==> src/include/warp_sched_macros.svh <==
// sizes are fixed at compile time; NUM_WARPS and SJ_STACK_DEPTH must be powers of two
`ifndef WARP_SCHED_MACROS_SVH
`define WARP_SCHED_MACROS_SVH

// warps tracked by the scheduler
`define NUM_WARPS 4

// threads per warp, one mask bit each
`define NUM_THREADS 4

`define PC_WIDTH 32

// local barriers only
`define NUM_BARRIERS 2

// divergence stack entries per warp
`define SJ_STACK_DEPTH 4

`define PEND_CTR_WIDTH 4

`endif

==> src/verilog/warp_sched_pkg.sv <==
// shared types for the warp scheduler; warp-control ops carry no valid of their own beyond each op
`default_nettype none

`include "warp_sched_macros.svh"

package warp_sched_pkg;

    typedef logic [$clog2(`NUM_WARPS)-1:0]    wid_t;
    typedef logic [`NUM_THREADS-1:0]          tmask_t;
    typedef logic [`PC_WIDTH-1:0]             pc_t;
    typedef logic [$clog2(`NUM_BARRIERS)-1:0] bar_id_t;

    // warp-control op fields
    typedef struct packed {
        logic                  valid;
        logic [`NUM_WARPS-1:0] wmask;
        pc_t                   pc;
    } wspawn_t;

    typedef struct packed {
        logic   valid;
        tmask_t tmask;
    } tmc_t;

    typedef struct packed {
        logic   valid;
        logic   is_dvg;
        tmask_t tmask;
        tmask_t then_tmask;
        tmask_t else_tmask;
        pc_t    else_pc;
    } split_t;

    typedef struct packed {
        logic valid;
    } sjoin_t;

    // size_m1 spans one warp index, so sizes go from 1 to NUM_WARPS
    typedef struct packed {
        logic    valid;
        bar_id_t id;
        wid_t    size_m1;
    } barrier_t;

    typedef struct packed {
        wid_t     wid;
        wspawn_t  wspawn;
        tmc_t     tmc;
        split_t   split;
        sjoin_t   sjoin;
        barrier_t barrier;
    } warp_ctl_t;

    typedef struct packed {
        logic valid;
        wid_t wid;
        logic taken;
        pc_t  dest;
    } branch_t;

    typedef struct packed {
        logic   valid;
        logic   is_dvg;
        logic   is_else;
        wid_t   wid;
        tmask_t tmask;
        pc_t    pc;
    } join_t;

    typedef struct packed {
        wid_t   wid;
        tmask_t tmask;
        pc_t    pc;
    } issue_t;

endpackage

`default_nettype wire

==> src/verilog/issue_buffer.sv <==
// two-entry skid buffer; in_ready comes from a flop, so out_ready never reaches the upstream
`timescale 1ns/1ps
`default_nettype none

module issue_buffer (
    input  wire                         clk,
    input  wire                         reset,
    input  wire                         in_valid,
    output logic                        in_ready,
    input  wire warp_sched_pkg::issue_t in_data,
    output logic                        out_valid,
    input  wire                         out_ready,
    output warp_sched_pkg::issue_t      out_data
);
    logic                   main_valid;
    logic                   skid_valid;
    warp_sched_pkg::issue_t main_data;
    warp_sched_pkg::issue_t skid_data;
    logic                   main_load;

    // main slot free or draining this cycle
    assign main_load = out_ready || !main_valid;

    assign in_ready  = !skid_valid;
    assign out_valid = main_valid;
    assign out_data  = main_data;

    always_ff @(posedge clk) begin
        if (reset) begin
            main_valid <= 1'b0;
            skid_valid <= 1'b0;
        end else if (main_load) begin
            main_valid <= skid_valid || in_valid;
            skid_valid <= 1'b0;
        end else if (in_valid && !skid_valid) begin
            skid_valid <= 1'b1;
        end
    end

    always_ff @(posedge clk) begin
        if (main_load) begin
            main_data <= skid_valid ? skid_data : in_data;
        end
        if (in_valid && !skid_valid && !main_load) begin
            skid_data <= in_data;
        end
    end

endmodule

`default_nettype wire

==> src/verilog/pending_counter.sv <==
// counters wrap rather than saturate; keep uncommitted issues per warp under 2**PEND_CTR_WIDTH
`timescale 1ns/1ps
`default_nettype none

`include "warp_sched_macros.svh"

module pending_counter (
    input  wire                       clk,
    input  wire                       reset,
    input  wire                       incr,
    input  wire warp_sched_pkg::wid_t incr_wid,
    input  wire                       decr,
    input  wire warp_sched_pkg::wid_t decr_wid,
    output logic                      all_empty
);
    logic [`PEND_CTR_WIDTH-1:0] pend_ctr [`NUM_WARPS];
    logic [`NUM_WARPS-1:0]      up;
    logic [`NUM_WARPS-1:0]      down;

    always_comb begin
        for (int i = 0; i < `NUM_WARPS; i++) begin
            up[i]   = incr && (incr_wid == warp_sched_pkg::wid_t'(i));
            down[i] = decr && (decr_wid == warp_sched_pkg::wid_t'(i));
        end
    end

    // same-warp incr and decr cancel out
    always_ff @(posedge clk) begin
        if (reset) begin
            for (int i = 0; i < `NUM_WARPS; i++) begin
                pend_ctr[i] <= '0;
            end
        end else begin
            for (int i = 0; i < `NUM_WARPS; i++) begin
                if (up[i] && !down[i]) begin
                    pend_ctr[i] <= pend_ctr[i] + `PEND_CTR_WIDTH'(1);
                end else if (down[i] && !up[i]) begin
                    pend_ctr[i] <= pend_ctr[i] - `PEND_CTR_WIDTH'(1);
                end
            end
        end
    end

    always_comb begin
        all_empty = 1'b1;
        for (int i = 0; i < `NUM_WARPS; i++) begin
            if (pend_ctr[i] != '0) begin
                all_empty = 1'b0;
            end
        end
    end

endmodule

`default_nettype wire

==> src/verilog/sched_top.sv <==
// single branch port, local barriers only; busy comes out of reset high and lags state by one cycle
`timescale 1ns/1ps
`default_nettype none

module sched_top (
    input  wire                            clk,
    input  wire                            reset,
    input  wire warp_sched_pkg::pc_t       startup_addr,
    input  wire warp_sched_pkg::warp_ctl_t warp_ctl,
    input  wire warp_sched_pkg::branch_t   branch,
    input  wire                            decode_unlock,
    input  wire warp_sched_pkg::wid_t      decode_wid,
    input  wire                            commit,
    input  wire warp_sched_pkg::wid_t      commit_wid,
    output logic                           issue_valid,
    output warp_sched_pkg::issue_t         issue_data,
    input  wire                            issue_ready,
    output logic                           busy
);
    logic                   sel_valid;
    logic                   sel_ready;
    warp_sched_pkg::issue_t sel_data;
    warp_sched_pkg::join_t  join_res;
    logic                   issue_fire;
    logic                   any_active;
    logic                   all_empty;

    assign issue_fire = issue_valid && issue_ready;

    warp_state_ctl u_state (
        .clk           (clk),
        .reset         (reset),
        .startup_addr  (startup_addr),
        .warp_ctl      (warp_ctl),
        .branch        (branch),
        .decode_unlock (decode_unlock),
        .decode_wid    (decode_wid),
        .join_res      (join_res),
        .issue_fire    (issue_fire),
        .issue_wid     (issue_data.wid),
        .issue_pc      (issue_data.pc),
        .sel_ready     (sel_ready),
        .sel_valid     (sel_valid),
        .sel_data      (sel_data),
        .any_active    (any_active)
    );

    split_join_stack u_sj_stack (
        .clk      (clk),
        .reset    (reset),
        .warp_ctl (warp_ctl),
        .join_res (join_res)
    );

    issue_buffer u_issue_buf (
        .clk       (clk),
        .reset     (reset),
        .in_valid  (sel_valid),
        .in_ready  (sel_ready),
        .in_data   (sel_data),
        .out_valid (issue_valid),
        .out_ready (issue_ready),
        .out_data  (issue_data)
    );

    pending_counter u_pending (
        .clk       (clk),
        .reset     (reset),
        .incr      (issue_fire),
        .incr_wid  (issue_data.wid),
        .decr      (commit),
        .decr_wid  (commit_wid),
        .all_empty (all_empty)
    );

    // warp 0 is active out of reset
    always_ff @(posedge clk) begin
        if (reset) begin
            busy <= 1'b1;
        end else begin
            busy <= any_active || !all_empty;
        end
    end

endmodule

`default_nettype wire

==> src/verilog/split_join_stack.sv <==
// no overflow or underflow check; software must keep nesting within SJ_STACK_DEPTH entries
`timescale 1ns/1ps
`default_nettype none

`include "warp_sched_macros.svh"

module split_join_stack (
    input  wire                            clk,
    input  wire                            reset,
    input  wire warp_sched_pkg::warp_ctl_t warp_ctl,
    output warp_sched_pkg::join_t          join_res
);
    localparam int IDXW = $clog2(`SJ_STACK_DEPTH);
    localparam int SPW  = $clog2(`SJ_STACK_DEPTH + 1);

    typedef struct packed {
        logic                   is_dvg;
        logic                   is_else;
        warp_sched_pkg::tmask_t tmask;
        warp_sched_pkg::pc_t    pc;
    } sj_entry_t;

    sj_entry_t       stack_mem [`NUM_WARPS][`SJ_STACK_DEPTH];
    logic [SPW-1:0]  stack_ptr [`NUM_WARPS];
    logic [SPW-1:0]  cur_ptr;
    logic [IDXW-1:0] push_idx;
    logic [IDXW-1:0] top_idx;
    sj_entry_t       top_entry;

    assign cur_ptr   = stack_ptr[warp_ctl.wid];
    assign push_idx  = IDXW'(cur_ptr);
    assign top_idx   = IDXW'(cur_ptr - SPW'(1));
    assign top_entry = stack_mem[warp_ctl.wid][top_idx];

    // divergent split takes two slots
    always_ff @(posedge clk) begin
        if (reset) begin
            for (int i = 0; i < `NUM_WARPS; i++) begin
                stack_ptr[i] <= '0;
            end
        end else if (warp_ctl.split.valid) begin
            stack_ptr[warp_ctl.wid] <= cur_ptr + (warp_ctl.split.is_dvg ? SPW'(2) : SPW'(1));
        end else if (warp_ctl.sjoin.valid) begin
            stack_ptr[warp_ctl.wid] <= cur_ptr - SPW'(1);
        end
    end

    // restore entry below, else entry on top
    always_ff @(posedge clk) begin
        if (warp_ctl.split.valid) begin
            if (warp_ctl.split.is_dvg) begin
                stack_mem[warp_ctl.wid][push_idx] <= '{is_dvg: 1'b1, is_else: 1'b0,
                    tmask: warp_ctl.split.tmask, pc: '0};
                stack_mem[warp_ctl.wid][push_idx + IDXW'(1)] <= '{is_dvg: 1'b1,
                    is_else: 1'b1, tmask: warp_ctl.split.else_tmask,
                    pc: warp_ctl.split.else_pc};
            end else begin
                stack_mem[warp_ctl.wid][push_idx] <= '{is_dvg: 1'b0, is_else: 1'b0,
                    tmask: '0, pc: '0};
            end
        end
    end

    always_ff @(posedge clk) begin
        if (reset) begin
            join_res <= '0;
        end else begin
            join_res.valid   <= warp_ctl.sjoin.valid;
            join_res.is_dvg  <= top_entry.is_dvg;
            join_res.is_else <= top_entry.is_else;
            join_res.wid     <= warp_ctl.wid;
            join_res.tmask   <= top_entry.tmask;
            join_res.pc      <= top_entry.pc;
        end
    end

endmodule

`default_nettype wire

==> src/verilog/warp_state_ctl.sv <==
// one warp-control op per cycle is assumed; a warp in a barrier waits until the last member arrives
`timescale 1ns/1ps
`default_nettype none

`include "warp_sched_macros.svh"

module warp_state_ctl (
    input  wire                            clk,
    input  wire                            reset,
    input  wire warp_sched_pkg::pc_t       startup_addr,
    input  wire warp_sched_pkg::warp_ctl_t warp_ctl,
    input  wire warp_sched_pkg::branch_t   branch,
    input  wire                            decode_unlock,
    input  wire warp_sched_pkg::wid_t      decode_wid,
    input  wire warp_sched_pkg::join_t     join_res,
    input  wire                            issue_fire,
    input  wire warp_sched_pkg::wid_t      issue_wid,
    input  wire warp_sched_pkg::pc_t       issue_pc,
    input  wire                            sel_ready,
    output logic                           sel_valid,
    output warp_sched_pkg::issue_t         sel_data,
    output logic                           any_active
);
    localparam int CNTW = $clog2(`NUM_WARPS + 1);

    logic [`NUM_WARPS-1:0]  active_warps, active_warps_n;
    logic [`NUM_WARPS-1:0]  stalled_warps, stalled_warps_n;
    logic [`NUM_WARPS-1:0]  barrier_stalls, barrier_stalls_n;
    logic [`NUM_WARPS-1:0]  barrier_masks [`NUM_BARRIERS];
    logic [`NUM_WARPS-1:0]  barrier_masks_n [`NUM_BARRIERS];
    warp_sched_pkg::tmask_t thread_masks [`NUM_WARPS];
    warp_sched_pkg::tmask_t thread_masks_n [`NUM_WARPS];
    warp_sched_pkg::pc_t    warp_pcs [`NUM_WARPS];
    warp_sched_pkg::pc_t    warp_pcs_n [`NUM_WARPS];

    logic [`NUM_WARPS-1:0]  curr_bar_mask;
    logic [CNTW-1:0]        bar_count;
    logic [`NUM_WARPS-1:0]  ready_warps;
    warp_sched_pkg::wid_t   sel_wid;
    logic                   sel_fire;

    assign sel_fire   = sel_valid && sel_ready;
    assign any_active = |active_warps;

    // members already waiting on the addressed barrier
    assign curr_bar_mask = barrier_masks[warp_ctl.barrier.id];

    always_comb begin
        bar_count = '0;
        for (int i = 0; i < `NUM_WARPS; i++) begin
            bar_count = bar_count + CNTW'(curr_bar_mask[i]);
        end
    end

    always_comb begin
        active_warps_n   = active_warps;
        stalled_warps_n  = stalled_warps;
        barrier_stalls_n = barrier_stalls;
        barrier_masks_n  = barrier_masks;
        thread_masks_n   = thread_masks;
        warp_pcs_n       = warp_pcs;

        // spawn
        if (warp_ctl.wspawn.valid) begin
            active_warps_n = active_warps_n | warp_ctl.wspawn.wmask;
            for (int i = 0; i < `NUM_WARPS; i++) begin
                if (warp_ctl.wspawn.wmask[i]) begin
                    thread_masks_n[i] = warp_sched_pkg::tmask_t'(1);
                    warp_pcs_n[i]     = warp_ctl.wspawn.pc;
                end
            end
            stalled_warps_n[warp_ctl.wid] = 1'b0;
        end

        // a zero tmc mask retires the warp
        if (warp_ctl.tmc.valid) begin
            active_warps_n[warp_ctl.wid]  = (warp_ctl.tmc.tmask != '0);
            thread_masks_n[warp_ctl.wid]  = warp_ctl.tmc.tmask;
            stalled_warps_n[warp_ctl.wid] = 1'b0;
        end

        if (warp_ctl.split.valid) begin
            if (warp_ctl.split.is_dvg) begin
                thread_masks_n[warp_ctl.wid] = warp_ctl.split.then_tmask;
            end
            stalled_warps_n[warp_ctl.wid] = 1'b0;
        end

        // join result arrives a cycle after the sjoin strobe
        if (join_res.valid) begin
            if (join_res.is_dvg) begin
                if (join_res.is_else) begin
                    warp_pcs_n[join_res.wid] = join_res.pc;
                end
                thread_masks_n[join_res.wid] = join_res.tmask;
            end
            stalled_warps_n[join_res.wid] = 1'b0;
        end

        // last arrival releases the waiting members
        if (warp_ctl.barrier.valid) begin
            if (bar_count == CNTW'(warp_ctl.barrier.size_m1)) begin
                barrier_masks_n[warp_ctl.barrier.id] = '0;
                barrier_stalls_n = barrier_stalls_n & ~curr_bar_mask;
            end else begin
                barrier_masks_n[warp_ctl.barrier.id][warp_ctl.wid] = 1'b1;
                barrier_stalls_n[warp_ctl.wid] = 1'b1;
            end
            stalled_warps_n[warp_ctl.wid] = 1'b0;
        end

        if (branch.valid) begin
            if (branch.taken) begin
                warp_pcs_n[branch.wid] = branch.dest;
            end
            stalled_warps_n[branch.wid] = 1'b0;
        end

        if (decode_unlock) begin
            stalled_warps_n[decode_wid] = 1'b0;
        end

        // hold the picked warp until decode responds
        if (sel_fire) begin
            stalled_warps_n[sel_wid] = 1'b1;
        end

        if (issue_fire) begin
            warp_pcs_n[issue_wid] = issue_pc + warp_sched_pkg::pc_t'(4);
        end
    end

    always_ff @(posedge clk) begin
        if (reset) begin
            active_warps   <= `NUM_WARPS'(1);
            stalled_warps  <= '0;
            barrier_stalls <= '0;
            for (int b = 0; b < `NUM_BARRIERS; b++) begin
                barrier_masks[b] <= '0;
            end
            // warp 0 boots at the startup address
            for (int i = 0; i < `NUM_WARPS; i++) begin
                thread_masks[i] <= (i == 0) ? warp_sched_pkg::tmask_t'(1) : '0;
                warp_pcs[i]     <= (i == 0) ? startup_addr : '0;
            end
        end else begin
            active_warps   <= active_warps_n;
            stalled_warps  <= stalled_warps_n;
            barrier_stalls <= barrier_stalls_n;
            barrier_masks  <= barrier_masks_n;
            thread_masks   <= thread_masks_n;
            warp_pcs       <= warp_pcs_n;
        end
    end

    assign ready_warps = active_warps & ~(stalled_warps | barrier_stalls);

    // lowest index wins
    always_comb begin
        sel_valid = 1'b0;
        sel_wid   = '0;
        for (int i = `NUM_WARPS - 1; i >= 0; i--) begin
            if (ready_warps[i]) begin
                sel_valid = 1'b1;
                sel_wid   = warp_sched_pkg::wid_t'(i);
            end
        end
    end

    assign sel_data.wid   = sel_wid;
    assign sel_data.tmask = thread_masks[sel_wid];
    assign sel_data.pc    = warp_pcs[sel_wid];

endmodule

`default_nettype wire
==> config.mk <==
export PLATFORM = sky130hd
export DESIGN_NAME = sched_top
export DESIGN_NICKNAME = d
export VERILOG_FILES = /design/src/verilog/warp_sched_pkg.sv /design/src/verilog/issue_buffer.sv /design/src/verilog/pending_counter.sv /design/src/verilog/sched_top.sv /design/src/verilog/split_join_stack.sv /design/src/verilog/warp_state_ctl.sv
export VERILOG_INCLUDE_DIRS = /design/src /design/src/include
export SDC_FILE = /design/constraint.sdc
export NUM_CORES = 2
export LEC_CHECK = 0
export BUFFER_PORTS_ARGS = -buffer_cell sky130_fd_sc_hd__buf_2
export CAP_MARGIN = 20
export CORE_MARGIN = 1
export CORE_UTILIZATION = 45
export CTS_CLUSTER_DIAMETER = 30
export DETAILED_ROUTE_END_ITERATION = 7
export PLACE_DENSITY_LB_ADDON = 0.3
export SLEW_MARGIN = 5
export SYNTH_ARGS = -nofsm -noshare
export SYNTH_HDL_FRONTEND = slang
export SYNTH_SLANG_ARGS = --single-unit
export TNS_END_PERCENT = 100
==> constraint.sdc <==
create_clock -name clk -period 6.9 [get_ports clk]
set_input_delay 1.725 -clock clk [delete_from_list [all_inputs] [get_ports clk]]
set_output_delay 1.725 -clock clk [all_outputs]
set_load 0.02 [all_outputs]
### Word level (Yosys, flattened, before mapping)

Memories as Yosys holds them, arrays and structs flattened.
Cells that the tools add are included.
Widths: inputs -> output; s select.

* bits in registers: 284
* latch bits: 0
* memory bits (writable): 636
* bits in read-only memories: 0
* input bits: 172
* output and inout bits: 40
* word-level logic and storage cells: 934
* memories kept: 3

Memories
* u_sj_stack.stack_mem: depth 4, width 152, rd ports 1, clocked after memory_dff 0, wr ports 1, RTL line split_join_stack.sv:23 `` sj_entry_t stack_mem [`NUM_WARPS][`SJ_STACK_DEPTH]; ``
* u_pending.pend_ctr: depth 4, width 4, rd ports 4, clocked after memory_dff 0, wr ports 4, RTL line pending_counter.sv:16 `` logic [`PEND_CTR_WIDTH-1:0] pend_ctr [`NUM_WARPS]; ``
* u_sj_stack.stack_ptr: depth 4, width 3, rd ports 1, clocked after memory_dff 0, wr ports 4, RTL line split_join_stack.sv:24 `` logic [SPW-1:0] stack_ptr [`NUM_WARPS]; ``

* $add $sub $neg: 15
* $mul: 0
* divide/modulo/power cells: 0
* order comparisons: 26
* equal/unequal tests: 7
* shifts and indexed selects: 0
* multiplexer cells: 455
* bitwise gates (word level): 344
* reductions and logical operators: 56

Operator list (number)
* $mux 128: 8
* $mux 152: 3
* $bwmux 128: 3
* $mux 1: 359
* $or 1x1->1: 313
* $mux 32: 9
* $demux 32 s2: 3
* $mux 38: 5
* $demux 38 s2: 2
* $mux 4: 32
* $mux 16: 6
* $bmux 38 s2: 1
* $bmux 32 s2: 1
* $bwmux 16: 3
* $and 4x4->4: 9
* $add 32x3->32 const B: 1
* $logic_and 1x1->1: 31
* $ge 3x3->1 const B: 8
* $not 2->3: 8
* $not 4->4: 6
* $reduce_bool 4->1: 5
* $lt 3x1->1 const B: 6
* $add 4x1->4 const B: 4
* $demux 4 s2: 2
* other kinds (31): 75

### Longest topological paths before layout

* depth after elaboration: 21
* gate-level depth with buffers: 12
* gate-level depth less buffers: 11

### Cells and area by module

A second synthesis with hierarchy kept.

* cells, all modules: 3137
* area total of the unflattened synthesis: 41702.5 sq um

Modules (own cells, without submodules)
* split_join_stack: instances 1, cells an instance 1256, area each 25705.9 sq um, seq. area each 19318.5 sq um
* warp_state_ctl: instances 1, cells an instance 1640, area each 11746.3 sq um, seq. area each 3283.1 sq um
* issue_buffer: instances 1, cells an instance 127, area each 3006.6 sq um, seq. area each 2322.2 sq um
* pending_counter: instances 1, cells an instance 111, area each 1208.7 sq um, seq. area each 480.5 sq um
* sched_top: instances 1, cells an instance 3, area each 35.0 sq um, seq. area each 20.0 sq um

### Worst setup path before layout

Ideal clock, no wire load.

* path kind: in2reg
* start point: input port issue_ready
* end point: register u_issue_buf.skid_data[0] in the netlist's numbering, enable pin
* library setup time: 0.503 ns
* arrival time: 5.812 ns
* required time: 6.397 ns
* setup slack: 0.585 ns
* cell stages on the path: 2
* buffers on the path: 0
* cell sequence: nand2b_1 a311oi_1

* longest elaborated chain between the ends: 3

Ends and longest elaborated chain
* start, declared: RTL line sched_top.sv:17 `input wire issue_ready,`
* $logic_or 1x1->1: RTL line issue_buffer.sv:22 `assign main_load = out_ready || !main_valid;`
* $logic_not 1->1: RTL line issue_buffer.sv:44 `if (in_valid && !skid_valid && !main_load) begin`
* $logic_and 1x1->1: RTL line issue_buffer.sv:44
* end signal, assigned: RTL line issue_buffer.sv:45 `skid_data <= in_data;`
* end, declared: RTL line issue_buffer.sv:18 `warp_sched_pkg::issue_t skid_data;`

No other way between the ends.
A chain may end at the register's enable or synchronous reset.

### Final worst setup path

* start point: input port warp_ctl[93] in the netlist's numbering
* end point: memory u_sj_stack.stack_mem[0][130] in the netlist's numbering, enable pin

* longest elaborated chain between the ends: 10
* elaborated cells on any way between the ends: 19
* classes of those cells: add/sub (1); order compare (4); mux (7); bitwise (4); reduce/logical (2); memory (1)

Ends and longest elaborated chain
* start, declared: RTL line sched_top.sv:9 `input wire warp_sched_pkg::warp_ctl_t warp_ctl,`
* $mem_v2 4x3
* $add 2x1->2: RTL line split_join_stack.sv:54 `stack_mem[warp_ctl.wid][push_idx + IDXW'(1)] <= '{is_dvg: 1'b1,`
* $not 2->3 (not written as such): RTL line split_join_stack.sv:54
* $ge 3x3->1 (not written as such) / $lt 3x1->1 (equally long branches): RTL line split_join_stack.sv:54
* $logic_and 1x1->1 (not written as such): RTL line split_join_stack.sv:54
* $mux 38 (not written as such): RTL line split_join_stack.sv:54
* $demux 38 s2: RTL line split_join_stack.sv:54
* $mux 152 (not written as such): RTL line split_join_stack.sv:54
* $or 1x1->1 (no line) (2 in series)
* end, declared: RTL line split_join_stack.sv:23

Parallel ways exist; a longest one is shown, timed or not.

==> summary.md <==
| Metric | Value |
|---|---|
| Routed Antenna Nets | 0 |
| Final setup fails | 0 |
| Count leader, synth | edfxtp_1 |
| DPL Wire Length | 79.28 mm |
| Max Slew Vio Count | 0 |
| RSZ-0062 raised after global routing | no |
| Arr. time, crit path | approximately 5.0 ns |
| Tmin final | roughly 4.6 ns |
| TritonCTS buffer count | approximately 170 |
| Grt ovf | 0 |
| CP endpoint | u_sj_stack.stack_mem[0][130] |
| Share of layout cells above drive strength 1 | 0.2378 |
| CTS resizes | 0 |
| Clk sinks | 916 |
| Largest net degree at the start of global routing | roughly 110 |
| Crit path required time | between 7 and 8 ns |
| PortBufs | about 210 |
| Wire length per cell | about 28 um |
| Yosys warnings | 0 |
| Worst Tran Pin Value | about 1.0 ns |
| CP Capture Type | flop |
| Yosys top cell area share | 0.5115 |
| Outcome | finished, final reports clean |
| Via density per instance | 6.316 |
| Reg2Reg Launch Point | u_sj_stack.stack_ptr[3][0] |
| Peak VDD IR | 246.5 uV |
| Final net count | 3484 |
| Initial core utilization | 0.4541 |
| Final instance area | between 40000 and 50000 um^2 |
| All-Layer GR Usage | 0.2720 |
| Setup crit start | warp_ctl[93] |
| Cell Area, Placed | roughly 44000 um^2 |
| Via Count | around 29000 |
| Count of final hold-check violations | 0 |
| DR iter-0 viols | 3958 |
| Fmax | around 0.22 GHz |
| CTS tree | built |
| Die area | roughly 94000 um^2 |
| Final GP Congestion | approximately 0.90 |
| Syn avg cell area | 13.51 um^2 |
| Clock tree buffer depth | 3 |
| First-pass GRT wire length | 187.8 mm |
| Initial antenna violation count | 6 |
| Die Ht | between 300 and 400 um |
| Ys flop type | edfxtp_1 |
| DRT Pass-1 Iters | 6 |
| # DRC | 0 |
| Max-slew headroom | 0.3052 |
| Clock Latency Late Sink | 0.75 ns |
| Ports | around 210 |
| FF-to-FF End | u_sj_stack.stack_mem[0][130] |
| Setup_tns | 0 ns |
| Element type at the critical path start | primary input |
| Core Area | around 92000 um^2 |
| H-tree levels | 4 |
| Post-synthesis cell area | a little over 40000 um^2 |
| Row count | 111 |
| Cell taking the most area after synthesis | edfxtp_1 |
| P&R area growth vs syn | 19.34% |
| # Post-CTS Setup Buffers | 0 |
| R2R Setup Slk | between 3 and 4 ns |
| Post-Syn Nets | 3274 |
| WL final | roughly 130 mm |
| Die X | slightly above 300 um |
| Post-synth EDFFs | a little over 700 |
| CP Class | in2reg |
| FF-to-FF path depth | 7 |
| Post-synth top cells | edfxtp_1 (708), nand2_1 (227), dfxtp_1 (208) |
| Sequential cell area fraction in the yosys report | 0.6117 |
| Worst-path maximum fanout | 59 |
| Clk Tree Root Cell | clkbuf_16 |
| Async set-reset flop share out of synthesis | 0 |
| Dominant cells by area after synthesis | edfxtp_1 (51%), dfxtp_1 (10%), mux4_2 (8.6%) |
| Clock transition at the registers of the reported paths | 0.05 ns |
| Synth Instances | just over 3000 |
| Final period utilization | 0.6634 |
| Synthesized flop and latch total | about 900 |
| Post-Route Skew | between 0.04 and 0.05 ns |
| Leakage | between 15 and 20 nW |
| # Max-Cap Violations | 0 |
| HP Class | reg2reg |
| Number of global-route vias before repair | 28920 |
| P per Cell Area | 331.1 nW/um^2 |
| # fillers | between 7000 and 8000 |
| Library cells used by synthesis | between 70 and 80 |
| Number of hold buffers added after cts | 0 |
## per-layer routing
layer,global-route usage,vias to the layer above,wire length [um]
met1,0.3545,14330,49300
met4,0.1309,0,5760
met2,0.4346,1860,60520
met5,0,-,0
met3,0.05703,429,12640
li1,-,12580,-
## worst min path at each step
stage	startpoint	endpoint	slack, ns	depth (start not counted)
detailed placement	u_state.barrier_masks[1]	u_state.barrier_masks[1]	0.45	2
floorplan	u_state.barrier_masks[0]	u_state.barrier_masks[0]	0.43	2
CTS	u_state.barrier_masks[1]	u_state.barrier_masks[1]	0.46	2
global placement	u_state.barrier_masks[2]	u_state.barrier_masks[2]	0.44	2
global route	u_state.barrier_masks[7]	u_state.barrier_masks[7]	0.49	2
finish	u_state.barrier_masks[7]	u_state.barrier_masks[7]	0.46	2
## power by group
part | internal, W | switching, W
sequential | 0.00627 | 0.000301
combinational | 0.000625 | 0.000977
clock | 0.00535 | 0.00290
## cells by family (layout without fill, tap and decap cells)
group           count (synthesis)  after routing  share of synthesized area
flops                         916            916                     0.6117
simple gates                  867            867                     0.1058
compound gates                682            682                     0.1091
buf+inv                       283            638                    0.03089
mux                           273            273                     0.1277
xor+xnor                       31             31                   0.006533
fa+ha+maj                      25             25                   0.008249
other cells                     0              6                          0
## worst max-delay path: stages
cell and delay, ns:
buf_8 0.42, mux4_2 0.59, buf_4 0.27, inv_1 0.20, ha_1 0.19, a21oi_1 0.23, nor2_4 0.77, buf_4 0.44
## registers in the layout (all words and copies together), names as in the netlist, 16 cells and up
register and cells:
u_sj_stack.stack_mem 608, u_state.warp_pcs 128, u_sj_stack.join_res 41, u_issue_buf.out_data 38, u_issue_buf.skid_data 38, u_pending.pend_ctr 16
u_state.thread_masks 16
## through the flow
stage	power (W)	util	worst slack [ns]	cells	hold slack, ns
4_1_cts	0.01646	0.5418	2.344	4618	0.4638
2_1_floorplan	0.007575	-	0.5851	3077	0.4313
6_report	0.01642	0.5419	2.322	4624	0.4590
5_1_grt	0.01686	0.5419	2.144	4621	0.4860
3_5_place_dp	0.008229	0.4786	1.573	4302	0.4530
3_3_place_gp	0.008199	0.4785	1.598	4301	0.4446
## area by class of cell
cell class | count | area (um^2) | area share
Inverter | 41 | 153.9 | 0.003103
Timing Repair Buffer | 281 | 1654 | 0.03335
Antenna cell | 6 | 15.01 | 0.0003027
Sequential cell | 916 | 25420 | 0.5126
Clock inverter | 107 | 1209 | 0.02437
Multi-Input combinational cell | 1878 | 15090 | 0.3042
Clock buffer | 209 | 4573 | 0.09220
Tap cell | 1186 | 1484 | 0.02992
## cell usage in the layout (no fill, tap or decap), types with 12 or more instances in the layout
master,n
edfxtp_1,708
nand2_1,226
dfxtp_1,208
buf_2,208
a21oi_1,188
nand3_1,178
and2_1,177
clkbuf_16,172
mux4_2,159
o211ai_1,94
nor2_1,84
a211oi_1,79
a22oi_1,74
o21ai_0,67
buf_4,66
nor3_1,62
a221oi_1,56
mux2i_1,42
mux2_2,39
inv_1,35
mux4_1,33
o21ai_1,31
clkinv_2,28
clkbuf_1,24
ha_1,20
xnor2_1,19
o21a_1,18
nor4_1,18
nor2_4,17
inv_6,16
bufinv_16,16
and3_1,15
clkinvlp_4,15
nand4_1,13
clkinv_4,13
clkbuf_8,13
o31ai_1,12
xor2_1,12
clkinv_1,12
Note: power is estimated with default switching activity, not from simulation.
